[config.mk]
export PLATFORM = sky130hd
export DESIGN_NAME = usb_rx_top
export DESIGN_NICKNAME = d
export VERILOG_FILES = /design/src/usb_rx_pkg.sv /design/src/usb_rx_line_sync.sv /design/src/usb_rx_timer.sv /design/src/usb_rx_decoder.sv /design/src/usb_rx_byte_shift.sv /design/src/usb_rx_control.sv /design/src/usb_rx_fifo.sv /design/src/usb_rx_axil_regs.sv /design/src/usb_rx_top.sv
export VERILOG_INCLUDE_DIRS = /design/src /design/src/src
export SDC_FILE = /design/constraint.sdc
export NUM_CORES = 1
export LEC_CHECK = 0
export BUFFER_PORTS_ARGS = -buffer_cell sky130_fd_sc_hd__buf_2
export CORE_UTILIZATION = 55
export CTS_CLUSTER_SIZE = 10
export DETAILED_ROUTE_END_ITERATION = 6
export PLACE_DENSITY_LB_ADDON = 0.2
export SLEW_MARGIN = 10
export SYNTH_ARGS = -nofsm -noshare
export SYNTH_HDL_FRONTEND = slang
export SYNTH_SLANG_ARGS = --single-unit
[constraint.sdc]
create_clock -name clk -period 3.79 [get_ports clk]
set_clock_uncertainty 0.2 [all_clocks]
set_input_delay 0.758 -clock clk [delete_from_list [all_inputs] [get_ports clk]]
set_output_delay 0.758 -clock clk [all_outputs]
set_load 0.005 [all_outputs]
[src/usb_rx_config.svh]
`ifndef USB_RX_CONFIG_SVH
`define USB_RX_CONFIG_SVH

// Full-speed line oversampling
`define USB_RX_CLKS_PER_BIT 8

// Ones in a row before a stuffed zero
`define USB_RX_STUFF_LIMIT 6

// Receive FIFO size in bytes
`define USB_RX_FIFO_DEPTH 16

// KJKJKJKK after NRZI decode and LSB-first assembly
`define USB_RX_SYNC_BYTE 8'h80

`define USB_RX_EOP_BITS 2

`endif

[src/usb_rx_pkg.sv]
`default_nettype none

package usb_rx_pkg;

	typedef logic [7:0] usb_byte_t;
	// Fill level, 0 up to the full depth
	typedef logic [4:0] fifo_count_t;
	typedef logic [3:0] axil_addr_t;
	typedef logic [31:0] axil_data_t;
	typedef logic [1:0] axil_resp_t;

	localparam axil_resp_t AXIL_OKAY = 2'd0;
	localparam axil_resp_t AXIL_SLVERR = 2'd2;

	typedef struct packed {
		logic dp;
		logic dm;
	} line_t;

	// Synchronized line events
	typedef struct packed {
		logic dp_edge;
		logic level;
		logic se0;
	} line_evt_t;

	// One decoded bit slot, stuffed bits never appear as valid
	typedef struct packed {
		logic valid;
		logic value;
		logic stuff_err;
		logic eop;
	} bit_evt_t;

	typedef struct packed {
		logic done;
		logic error;
		logic overflow;
		fifo_count_t count;
	} rx_status_t;

	typedef struct packed {
		logic awvalid;
		axil_addr_t awaddr;
		logic wvalid;
		axil_data_t wdata;
		logic [3:0] wstrb;
		logic bready;
		logic arvalid;
		axil_addr_t araddr;
		logic rready;
	} axil_req_t;

	typedef struct packed {
		logic awready;
		logic wready;
		logic bvalid;
		axil_resp_t bresp;
		logic arready;
		logic rvalid;
		axil_data_t rdata;
		axil_resp_t rresp;
	} axil_rsp_t;

	typedef enum logic [2:0] {IDLE, SYNC, RECEIVE, EOP_WAIT, ERROR_WAIT} rx_state_t;

endpackage

`default_nettype wire

[src/usb_rx_line_sync.sv]
`timescale 1ns/10ps
`default_nettype none

module usb_rx_line_sync (
	input wire clk,
	input wire n_rst,
	input wire usb_rx_pkg::line_t line,
	output usb_rx_pkg::line_evt_t evt
);
	import usb_rx_pkg::*;

	// Bus idles in J
	localparam line_t LINE_J = '{dp: 1'b1, dm: 1'b0};

	line_t meta;
	logic sync_dp;
	logic dp_prev;
	logic se0_q;

	always_ff @(posedge clk, negedge n_rst) begin
		if (!n_rst) begin
			meta <= LINE_J;
			sync_dp <= 1'b1;
			dp_prev <= 1'b1;
			se0_q <= 1'b0;
		end else begin
			meta <= line;
			sync_dp <= meta.dp;
			dp_prev <= sync_dp;
			// Taken from the first stage so it lines up with sync_dp
			se0_q <= !meta.dp && !meta.dm;
		end
	end

	assign evt = '{dp_edge: sync_dp != dp_prev, level: sync_dp, se0: se0_q};

endmodule

`default_nettype wire

[src/usb_rx_timer.sv]
`timescale 1ns/10ps
`default_nettype none

`include "usb_rx_config.svh"

module usb_rx_timer (
	input wire clk,
	input wire n_rst,
	input wire usb_rx_pkg::line_evt_t evt,
	input wire rx_active,
	input wire bit_valid,
	output logic shift_strobe,
	output logic byte_done
);
	localparam int PHASE_W = $clog2(`USB_RX_CLKS_PER_BIT);
	localparam logic [PHASE_W-1:0] PHASE_LAST = PHASE_W'(`USB_RX_CLKS_PER_BIT - 1);

	logic [PHASE_W-1:0] phase;
	logic restart;
	logic [2:0] bit_cnt;

	// An edge realigns the bit period, otherwise free-run
	assign restart = evt.dp_edge || (phase == PHASE_LAST);

	always_ff @(posedge clk, negedge n_rst) begin
		if (!n_rst) begin
			phase <= '0;
			shift_strobe <= 1'b0;
		end else begin
			shift_strobe <= restart;
			if (restart) begin
				phase <= '0;
			end else begin
				phase <= phase + 1'b1;
			end
		end
	end

	// Decoded bits within the current byte
	always_ff @(posedge clk, negedge n_rst) begin
		if (!n_rst) begin
			bit_cnt <= '0;
		end else if (!rx_active) begin
			bit_cnt <= '0;
		end else if (bit_valid) begin
			bit_cnt <= bit_cnt + 1'b1;
		end
	end

	// Same cycle as the eighth bit so the byte shifter is still aligned
	assign byte_done = rx_active && bit_valid && (bit_cnt == 3'd7);

endmodule

`default_nettype wire

[src/usb_rx_decoder.sv]
`timescale 1ns/10ps
`default_nettype none

`include "usb_rx_config.svh"

module usb_rx_decoder (
	input wire clk,
	input wire n_rst,
	input wire usb_rx_pkg::line_evt_t evt,
	input wire shift_strobe,
	output usb_rx_pkg::bit_evt_t bits
);
	localparam int ONES_W = $clog2(`USB_RX_STUFF_LIMIT + 1);
	localparam int SE0_W = $clog2(`USB_RX_EOP_BITS + 1);
	localparam logic [ONES_W-1:0] ONES_LIMIT = ONES_W'(`USB_RX_STUFF_LIMIT);
	localparam logic [SE0_W-1:0] SE0_LIMIT = SE0_W'(`USB_RX_EOP_BITS);

	logic prev_level;
	logic active;
	logic bit_one;
	logic [ONES_W-1:0] ones;
	logic [SE0_W-1:0] se0_cnt;

	// NRZI, no change is a one
	assign bit_one = evt.level == prev_level;

	always_ff @(posedge clk, negedge n_rst) begin
		if (!n_rst) begin
			prev_level <= 1'b1;
			active <= 1'b0;
			ones <= '0;
			se0_cnt <= '0;
			bits <= '0;
		end else begin
			bits <= '0;
			if (shift_strobe) begin
				if (evt.se0) begin
					if (se0_cnt != SE0_LIMIT) begin
						se0_cnt <= se0_cnt + 1'b1;
					end
				end else if (se0_cnt == SE0_LIMIT) begin
					// SE0 run followed by J
					bits.eop <= 1'b1;
					active <= 1'b0;
					ones <= '0;
					se0_cnt <= '0;
					prev_level <= evt.level;
				end else begin
					se0_cnt <= '0;
					prev_level <= evt.level;
					if (!active) begin
						// Idle J reads as ones, the first K starts the packet
						if (!bit_one) begin
							active <= 1'b1;
							bits.valid <= 1'b1;
							ones <= '0;
						end
					end else if (ones == ONES_LIMIT) begin
						// Stuffed slot, a zero is dropped
						ones <= '0;
						bits.stuff_err <= bit_one;
					end else begin
						bits.valid <= 1'b1;
						bits.value <= bit_one;
						ones <= bit_one ? ones + 1'b1 : '0;
					end
				end
			end
		end
	end

endmodule

`default_nettype wire

[src/usb_rx_byte_shift.sv]
`timescale 1ns/10ps
`default_nettype none

module usb_rx_byte_shift (
	input wire clk,
	input wire n_rst,
	input wire usb_rx_pkg::bit_evt_t bits,
	output usb_rx_pkg::usb_byte_t rx_byte
);
	import usb_rx_pkg::*;

	usb_byte_t shreg;

	// New bit enters at the top, first bit ends up in bit 0
	assign rx_byte = {bits.value, shreg[7:1]};

	always_ff @(posedge clk, negedge n_rst) begin
		if (!n_rst) begin
			shreg <= '0;
		end else if (bits.valid) begin
			shreg <= rx_byte;
		end
	end

	// rx_byte only means something while the completing bit is valid

endmodule

`default_nettype wire

[src/usb_rx_control.sv]
`timescale 1ns/10ps
`default_nettype none

`include "usb_rx_config.svh"

module usb_rx_control (
	input wire clk,
	input wire n_rst,
	input wire usb_rx_pkg::bit_evt_t bits,
	input wire byte_done,
	input wire usb_rx_pkg::usb_byte_t rx_byte,
	input wire clear_flags,
	output logic rx_active,
	output logic wr_en,
	output usb_rx_pkg::usb_byte_t wr_byte,
	output logic done,
	output logic error
);
	import usb_rx_pkg::*;

	rx_state_t state;

	// First bit of the packet is counted while still in IDLE
	assign rx_active = (state == SYNC) || (state == RECEIVE) || (state == EOP_WAIT) ||
		(state == IDLE && bits.valid);

	always_ff @(posedge clk, negedge n_rst) begin
		if (!n_rst) begin
			state <= IDLE;
			wr_en <= 1'b0;
			done <= 1'b0;
			error <= 1'b0;
		end else begin
			wr_en <= 1'b0;
			if (clear_flags) begin
				done <= 1'b0;
				error <= 1'b0;
			end
			case (state)
				IDLE: begin
					if (bits.valid) begin
						state <= SYNC;
					end
				end
				SYNC: begin
					if (bits.eop) begin
						error <= 1'b1;
						state <= IDLE;
					end else if (bits.stuff_err) begin
						error <= 1'b1;
						state <= ERROR_WAIT;
					end else if (byte_done) begin
						if (rx_byte == `USB_RX_SYNC_BYTE) begin
							state <= EOP_WAIT;
						end else begin
							error <= 1'b1;
							state <= ERROR_WAIT;
						end
					end
				end
				RECEIVE: begin
					// EOP here is inside a byte
					if (bits.eop) begin
						error <= 1'b1;
						state <= IDLE;
					end else if (bits.stuff_err) begin
						error <= 1'b1;
						state <= ERROR_WAIT;
					end else if (byte_done) begin
						wr_en <= 1'b1;
						state <= EOP_WAIT;
					end
				end
				EOP_WAIT: begin
					// Byte boundary, either EOP or the next byte
					if (bits.eop) begin
						done <= 1'b1;
						state <= IDLE;
					end else if (bits.stuff_err) begin
						error <= 1'b1;
						state <= ERROR_WAIT;
					end else if (bits.valid) begin
						state <= RECEIVE;
					end
				end
				ERROR_WAIT: begin
					if (bits.eop) begin
						state <= IDLE;
					end
				end
				default: state <= IDLE;
			endcase
		end
	end

	always_ff @(posedge clk) begin
		if (state == RECEIVE && byte_done) begin
			wr_byte <= rx_byte;
		end
	end

endmodule

`default_nettype wire

[src/usb_rx_fifo.sv]
`timescale 1ns/10ps
`default_nettype none

`include "usb_rx_config.svh"

module usb_rx_fifo (
	input wire clk,
	input wire n_rst,
	input wire wr_en,
	input wire usb_rx_pkg::usb_byte_t wr_byte,
	input wire pop,
	input wire flush,
	input wire clear_flags,
	output usb_rx_pkg::usb_byte_t head,
	output usb_rx_pkg::fifo_count_t count,
	output logic overflow
);
	import usb_rx_pkg::*;

	localparam int PTR_W = $clog2(`USB_RX_FIFO_DEPTH);
	localparam fifo_count_t FULL_COUNT = fifo_count_t'(`USB_RX_FIFO_DEPTH);
	localparam logic [PTR_W-1:0] PTR_LAST = PTR_W'(`USB_RX_FIFO_DEPTH - 1);

	usb_byte_t mem [`USB_RX_FIFO_DEPTH];
	logic [PTR_W-1:0] wr_ptr;
	logic [PTR_W-1:0] rd_ptr;
	logic do_write;
	logic do_pop;

	// Line cannot stall, a byte into a full FIFO is lost
	assign do_write = wr_en && (count != FULL_COUNT);
	assign do_pop = pop && (count != '0);
	assign head = mem[rd_ptr];

	always_ff @(posedge clk) begin
		if (do_write) begin
			mem[wr_ptr] <= wr_byte;
		end
	end

	always_ff @(posedge clk, negedge n_rst) begin
		if (!n_rst) begin
			wr_ptr <= '0;
			rd_ptr <= '0;
			count <= '0;
			overflow <= 1'b0;
		end else begin
			if (flush) begin
				wr_ptr <= '0;
				rd_ptr <= '0;
				count <= '0;
			end else begin
				if (do_write) begin
					wr_ptr <= (wr_ptr == PTR_LAST) ? '0 : wr_ptr + 1'b1;
				end
				if (do_pop) begin
					rd_ptr <= (rd_ptr == PTR_LAST) ? '0 : rd_ptr + 1'b1;
				end
				if (do_write && !do_pop) begin
					count <= count + 1'b1;
				end else if (do_pop && !do_write) begin
					count <= count - 1'b1;
				end
			end
			if (clear_flags) begin
				overflow <= 1'b0;
			end
			if (wr_en && !do_write) begin
				overflow <= 1'b1;
			end
		end
	end

endmodule

`default_nettype wire

[src/usb_rx_axil_regs.sv]
`timescale 1ns/10ps
`default_nettype none

module usb_rx_axil_regs (
	input wire clk,
	input wire n_rst,
	input wire usb_rx_pkg::axil_req_t req,
	output usb_rx_pkg::axil_rsp_t rsp,
	input wire usb_rx_pkg::rx_status_t status,
	input wire usb_rx_pkg::usb_byte_t head,
	output logic pop,
	output logic flush,
	output logic clear_flags
);
	import usb_rx_pkg::*;

	localparam axil_addr_t ADDR_STATUS = 4'h0;
	localparam axil_addr_t ADDR_DATA = 4'h4;
	localparam axil_addr_t ADDR_CONTROL = 4'h8;

	// awready and wready always move together
	logic wr_ready;
	logic bvalid_q;
	axil_resp_t bresp_q;
	logic arready_q;
	logic rvalid_q;
	axil_resp_t rresp_q;
	axil_data_t rdata_q;
	axil_data_t status_word;
	logic empty;
	logic wr_fire;
	logic rd_fire;

	assign empty = status.count == '0;
	assign status_word = {19'b0, status.count, 5'b0, status.overflow, status.error, status.done};
	assign wr_fire = wr_ready && req.awvalid && req.wvalid;
	assign rd_fire = arready_q && req.arvalid;

	always_ff @(posedge clk, negedge n_rst) begin
		if (!n_rst) begin
			wr_ready <= 1'b0;
			bvalid_q <= 1'b0;
			bresp_q <= AXIL_OKAY;
			flush <= 1'b0;
			clear_flags <= 1'b0;
		end else begin
			flush <= 1'b0;
			clear_flags <= 1'b0;
			if (wr_fire) begin
				wr_ready <= 1'b0;
				bvalid_q <= 1'b1;
				bresp_q <= (req.awaddr == ADDR_CONTROL) ? AXIL_OKAY : AXIL_SLVERR;
				if (req.awaddr == ADDR_CONTROL && req.wstrb[0]) begin
					clear_flags <= req.wdata[0];
					flush <= req.wdata[1];
				end
			end else if (!wr_ready && !bvalid_q && req.awvalid && req.wvalid) begin
				wr_ready <= 1'b1;
			end
			if (bvalid_q && req.bready) begin
				bvalid_q <= 1'b0;
			end
		end
	end

	always_ff @(posedge clk, negedge n_rst) begin
		if (!n_rst) begin
			arready_q <= 1'b0;
			rvalid_q <= 1'b0;
			rresp_q <= AXIL_OKAY;
			rdata_q <= '0;
			pop <= 1'b0;
		end else begin
			pop <= 1'b0;
			if (rd_fire) begin
				arready_q <= 1'b0;
				rvalid_q <= 1'b1;
				rresp_q <= AXIL_OKAY;
				case (req.araddr)
					ADDR_STATUS: rdata_q <= status_word;
					ADDR_DATA: begin
						// Head is captured before the pop takes effect
						rdata_q <= empty ? '0 : axil_data_t'(head);
						pop <= !empty;
					end
					default: begin
						rdata_q <= '0;
						rresp_q <= AXIL_SLVERR;
					end
				endcase
			end else if (!arready_q && !rvalid_q && req.arvalid) begin
				arready_q <= 1'b1;
			end
			if (rvalid_q && req.rready) begin
				rvalid_q <= 1'b0;
			end
		end
	end

	assign rsp = '{awready: wr_ready, wready: wr_ready, bvalid: bvalid_q, bresp: bresp_q,
		arready: arready_q, rvalid: rvalid_q, rdata: rdata_q, rresp: rresp_q};

endmodule

`default_nettype wire

[src/usb_rx_top.sv]
`timescale 1ns/10ps
`default_nettype none

module usb_rx_top (
	input wire clk,
	input wire n_rst,
	input wire usb_rx_pkg::line_t line,
	input wire usb_rx_pkg::axil_req_t axil_req,
	output usb_rx_pkg::axil_rsp_t axil_rsp
);
	import usb_rx_pkg::*;

	line_evt_t line_evt;
	bit_evt_t bit_evt;
	logic shift_strobe;
	logic byte_done;
	logic rx_active;
	logic wr_en;
	logic pop;
	logic flush;
	logic clear_flags;
	logic done;
	logic error;
	logic overflow;
	usb_byte_t rx_byte;
	usb_byte_t wr_byte;
	usb_byte_t head;
	fifo_count_t count;
	rx_status_t status;

	assign status = '{done: done, error: error, overflow: overflow, count: count};

	usb_rx_line_sync u_line_sync (.clk(clk), .n_rst(n_rst), .line(line), .evt(line_evt));

	usb_rx_timer u_timer (.clk(clk), .n_rst(n_rst), .evt(line_evt), .rx_active(rx_active),
		.bit_valid(bit_evt.valid), .shift_strobe(shift_strobe), .byte_done(byte_done));

	usb_rx_decoder u_decoder (.clk(clk), .n_rst(n_rst), .evt(line_evt),
		.shift_strobe(shift_strobe), .bits(bit_evt));

	usb_rx_byte_shift u_byte_shift (.clk(clk), .n_rst(n_rst), .bits(bit_evt), .rx_byte(rx_byte));

	usb_rx_control u_control (.clk(clk), .n_rst(n_rst), .bits(bit_evt), .byte_done(byte_done),
		.rx_byte(rx_byte), .clear_flags(clear_flags), .rx_active(rx_active), .wr_en(wr_en),
		.wr_byte(wr_byte), .done(done), .error(error));

	usb_rx_fifo u_fifo (.clk(clk), .n_rst(n_rst), .wr_en(wr_en), .wr_byte(wr_byte), .pop(pop),
		.flush(flush), .clear_flags(clear_flags), .head(head), .count(count),
		.overflow(overflow));

	usb_rx_axil_regs u_regs (.clk(clk), .n_rst(n_rst), .req(axil_req), .rsp(axil_rsp),
		.status(status), .head(head), .pop(pop), .flush(flush), .clear_flags(clear_flags));

endmodule

`default_nettype wire

======== After elaboration in Yosys (flattened, before gate mapping) ========
Memories as Yosys holds them, arrays and structs flattened.
Cells that the tools add are included.
word-level totals
  register bits after elaboration ......... 102
  bits in latches ......................... 0
  RAM bits ................................ 128
  ROM bits ................................ 0
  output and inout port bits .............. 41
  word-level logic and storage cells ...... 203
  memories ................................ 1
memory list
  name        words  width  rd ports  clocked after memory_dff  wr ports  RTL line           RTL
  u_fifo.mem  16     8      1         0                         1         usb_rx_fifo.sv:24  usb_byte_t mem [`USB_RX_FIFO_DEPTH];
operators by class
  add/subtract/negate cells ............... 8
  multipliers ............................. 0
  div/mod/pow operators ................... 0
  magnitude comparators ................... 0
  equality and inequality tests ........... 25
  shifts and indexed selects .............. 0
  multiplexer cells ....................... 81
  bitwise logic cells ..................... 1
  reduce and logical (&&, ||, !) cells .... 51
operator list
  kind                                                                   number
  32-bit case mux with 2 select lines                                    1
  3-bit two-way mux                                                      21
  1-bit two-way mux                                                      39
  4-bit two-way mux                                                      8
  1-bit logical AND                                                      21
  5-bit two-way mux                                                      3
  3-bit case mux with 5 select lines                                     1
  2-bit nonzero test                                                     7
  3-bit equality test, second input constant                             4
  4-bit equality test, second input constant                             3
  2-bit two-way mux                                                      6
  3-bit by 1-bit adder with 3-bit output, second input constant          3
  1-bit logical NOT                                                      9
  4-bit by 1-bit adder with 4-bit output, second input constant          2
  8-bit equality test, second input constant                             1
  8-bit two-way mux                                                      1
  4-bit by 3-bit != test with 1-bit output, second input constant        2
  3-bit by 2-bit equality test with 1-bit output, second input constant  2
  2-bit != test, second input constant                                   3
  5-bit by 1-bit adder with 5-bit output, second input constant          1
  5-bit logical NOT                                                      1
  5-bit != test, second input constant                                   1
  5-bit AND reduction                                                    1
  5-bit nonzero test                                                     1
  other kinds (19)                                                       24

======== Depth between registers and ports, before layout ========
  depth in word-level cells ............... 10
  mapped depth ............................ 11
  mapped depth without buffers ............ 11

======== Modules after synthesis ========
Synthesis repeated with hierarchy kept, for this count alone.
unflattened totals
  cells, all modules ...................... 563
  area, all modules ....................... 9,061.2 um2
modules (own cells, without submodules)
  module             instances  cells each  area each (um2)  sequential area each (um2)
  usb_rx_fifo        1          297         5,939.4          4,194.0
  usb_rx_axil_regs   1          108         1,153.6          550.5
  usb_rx_control     1          60          659.4            390.4
  usb_rx_decoder     1          49          548.0            276.5
  usb_rx_timer       1          24          305.3            175.2
  usb_rx_byte_shift  1          16          299.0            175.2
  usb_rx_line_sync   1          9           156.4            128.9

======== Worst setup path before layout ========
Ideal clock, no wire load.
  kind .................................... reg2reg
  start ................................... register u_fifo.count[0]
  end ..................................... register u_fifo.count[4]
  setup time .............................. 0.078 ns
  data arrival time ....................... 2.640 ns
  setup slack ............................. 0.872 ns
  cell stages (with the launch flop) ...... 12
  path buffers ............................ 0
  clock period less this slack ............ 2.918 ns
  cells stage by stage .................... dfrtp_1 > nor4_1 > nand2b_1 > nand2_1 > ha_1 > inv_1 > fa_1 > a21o_1 > a21oi_1 > xnor2_1 > or3_1 > a21oi_1
on the way
  longest elaborated chain between the ends .. 6
  elaborated cells between the ends (all ways) .. 14
  classes of those cells .................. 2 x add/sub; 1 x eq/ne; 3 x mux; 8 x reduce/logical
ends and longest elaborated chain
  what                                                                                 RTL line           RTL
  from (decl)                                                                          usb_rx_fifo.sv:15  output usb_rx_pkg::fifo_count_t count,
  from (signal assigned)                                                               usb_rx_fifo.sv:60  count <= count + 1'b1;
  from (signal assigned)                                                               usb_rx_fifo.sv:62  count <= count - 1'b1;
  branches (longest 6 deep; another with 5-bit by 1-bit subtractor with 5-bit output)  --
Several ways; the timed one is not identified. The select of a mux whose other input is x is not followed.
A chain may end at the register's enable or synchronous reset.

======== Worst setup path in the final report ========
Same ends and word-level chain as after synthesis.

==> key figures <==
Outcome
  • Status: completed

Route
  • # DRC: 0
  • Routed Wire Length: 16.4 mm
  • DRT iter0 DRCs: 391
  • Vias/cell: 5.59
  • First-pass DRT Iterations: 4
  • Post-route ant nets: 0
  • Via count: 4,734
  • Wire per inst: 19.3 um

Placed design
  • DP Area: 9070 um^2
  • Pre-CTS setup slack: 0.388 ns
  • Gp weighted congestion: 0.795
  • DP HPWL: 10.9 mm
  • Placed cell count: 810
  • Port buffer count: 39

Die
  • Die Y: 128 um
  • Starting Density: 0.571
  • # IOs: 94
  • Num rows: 45
  • DIE AREA: 16,500 um^2
  • Core ar.: 15,400 um^2
  • Die Span X: 128 um

Setup path
  • R2R Setup Slk: 0.39 ns
  • Critical Path RT: 4.02 ns
  • Reg2Reg Depth: 11
  • Reg2Reg Capture Point: u_fifo.count[4]
  • Crit path DAT: 3.63 ns
  • Setup CP Type: flip-flop to flip-flop
  • RR Startpoint: u_fifo.count[0]
  • Crit path capture type: flip-flop
  • Crit path max fanout: 5
  • Worst setup path end: u_fifo.count[4]
  • CP startpoint: u_fifo.count[0]
  • Startpoint type of the worst setup path: flip-flop

Timing
  • Final setup violation count: 0
  • Max Clock Freq: 294 MHz
  • Final hold vios: 0
  • Relative slew slack: 0.337
  • Worst slew pin tran: 0.994 ns
  • Minimum clock period: 3.40 ns
  • Setup TNS: 0 ns
  • RSZ-0062 raised after global routing: no
  • Fin. max-slew vios: 0
  • Setup WS post-layout: 0.389 ns
  • Fin crit share: 0.897

Pwr
  • VDD IR max: 0.393 mV
  • Power, Total: 0.00501 W
  • PD cells: 514 nW/um^2
  • Leakage Power: 3.75 nW

Synthesis
  • Yosys top cell area share: 0.465
  • Seq/Total Area, Yosys: 0.671
  • Ys async rst share: 0.346
  • Synth top cells by count: edfxtp_1 (136), dfrtp_1 (68), nor2_1 (45)
  • Largest area contributor in the netlist: edfxtp_1
  • Top_reg_cell synth: edfxtp_1
  • Top area cells in the synthesized netlist: edfxtp_1 (47%), dfrtp_1 (19%), mux4_2 (3.8%)
  • Most common cell in the netlist: edfxtp_1
  • Synth warnings: 0
  • Synthesized area per cell: 15.2 um^2
  • Synth Cell Area: 8780 um^2
  • Yosys reg bits: 208
  • Synth cell types: 58
  • Number of synthesized flops with an enable pin: 136
  • Gate Count Post-Synth: 579

GRT
  • GRT overflow: 0
  • First-pass GRT wire length: 25.8 mm
  • Largest net degree at the start of global routing: 32
  • Antenna violations before repair: 0
  • GRT Overall Usage: 0.208
  • Number of global-route vias before repair: 4,869

Clocking
  • H-tree Lvls: 1
  • Reg clk slew, reported paths: 0.06 ns
  • Worst-case clock buffer depth: 3
  • Clk sinks: 208
  • Clock latency on the worst-skew pair: 0.50 ns
  • CTS tree: yes
  • CTS Buf Count: 24
  • Root buffer cell: clkbuf_16

Finish
  • Antenna diode count: 0
  • Synth-to-Final Area Change: 11.0%
  • FILL cells: 1,107
  • Share of layout cells above drive strength 1: 0.170
  • Final Non-Filler Cells: 847
  • Nets: 696
  • Fin area: 9750 um^2

Flow run
  • Maxcap violations: 0

Min path
  • Hold Crit Class: primary input to flip-flop
==> per-layer routing <==
| metal | vias up | part of all wire | global-route usage |
|---|---|---|---|
| met5 | - | 0 | 0 |
| met4 | 0 | 0.020 | 0.0678 |
| met3 | 23 | 0.052 | 0.0341 |
| met2 | 113 | 0.51 | 0.353 |
| met1 | 2371 | 0.42 | 0.275 |
| li1 | 2227 | - | - |
==> sequential cells by signal (all words and copies together) (netlist names), 4 cells and up <==
signal              count
u_byte_shift.shreg      7
u_control.wr_byte       8
u_decoder.bits          4
u_fifo.count            5
u_fifo.mem            128
u_fifo.rd_ptr           4
u_fifo.wr_ptr           4
u_regs.rdata_q         13
==> layout by cell type (no fill, tap or decap), drive strengths merged, types with 6 or more instances in the layout <==
cell and count:
a22oi 6, mux4 24, buf 52, mux2 10
edfxtp 136, mux2i 24, a21oi 20, conb 21
nor3 10, a21o 6, a211oi 6, ha 16
a22o 14, nand3 7, nor2 45, and2 6
o21ai 15, nand2 25, nor2b 14, clkbuf 35
dfrtp 68, inv 13
==> metrics by stage <==
step           hold WS (ns)  utilization
2_1_floorplan         0.154            -
3_3_place_gp          0.156        0.590
3_5_place_dp          0.159        0.590
4_1_cts               0.138        0.634
5_1_grt               0.149        0.634
6_report              0.153        0.634
==> how the worst min path moves through the flow <==
| stage | start | to | slack (ns) | depth (start not counted) |
|---|---|---|---|---|
| floorplan | u_line_sync.meta[1] | u_line_sync.sync_dp | 0.15 | 0 |
| global placement | u_line_sync.meta[1] | u_line_sync.sync_dp | 0.16 | 0 |
| detailed placement | u_line_sync.meta[1] | u_line_sync.sync_dp | 0.16 | 0 |
| CTS | line[1] | u_line_sync.meta[1] | 0.14 | 1 |
| global route | line[1] | u_line_sync.meta[1] | 0.15 | 1 |
| finish | line[1] | u_line_sync.meta[1] | 0.15 | 1 |
==> cells by family after synthesis <==
group	share of synthesized area
fa+ha+maj	0.0262
buf+inv	0.0446
simple gates	0.0718
flops	0.671
compound gates	0.0715
other cells	0.000427
xor+xnor	0.00898
mux	0.106
==> where the power goes <==
group	switching, W	internal [W]	leakage, nW	total [W]
Combinational	0.000198	0.000178	1.25	0.000376
Clock	0.000791	0.00119	0.321	0.00198
Sequential	0.000127	0.00253	2.17	0.00266
==> worst max-delay path, stage by stage (launching register included) <==
cell	delay [ns]
dfrtp_1	0.45
nor4_1	0.56
nand2b_1	0.24
nand2_1	0.22
ha_1	0.21
inv_1	0.10
fa_1	0.41
a21o_1	0.19
a21oi_1	0.17
xnor2_1	0.10
or3_1	0.32
a21oi_1	0.15
==> final cells by class <==
| cell class | instances | area, um^2 | area share |
|---|---|---|---|
| Clock buffer | 35 | 663 | 0.0680 |
| Clock inverter | 1 | 3.75 | 0.000385 |
| Inverter | 13 | 48.8 | 0.00501 |
| Multi-Input combinational cell | 326 | 2570 | 0.264 |
| Sequential cell | 208 | 5890 | 0.604 |
| Tap cell | 211 | 264 | 0.0271 |
| Timing Repair Buffer | 53 | 303 | 0.0311 |
==> timing repair <==
action | 4_1_cts | 5_1_grt
endpoints found under the hold margin | 17 | 0
hold buffers | 1 | 0
resized for setup | 0 | 0
setup buffers | 0 | 0
Power figures use the tool's default switching activity.
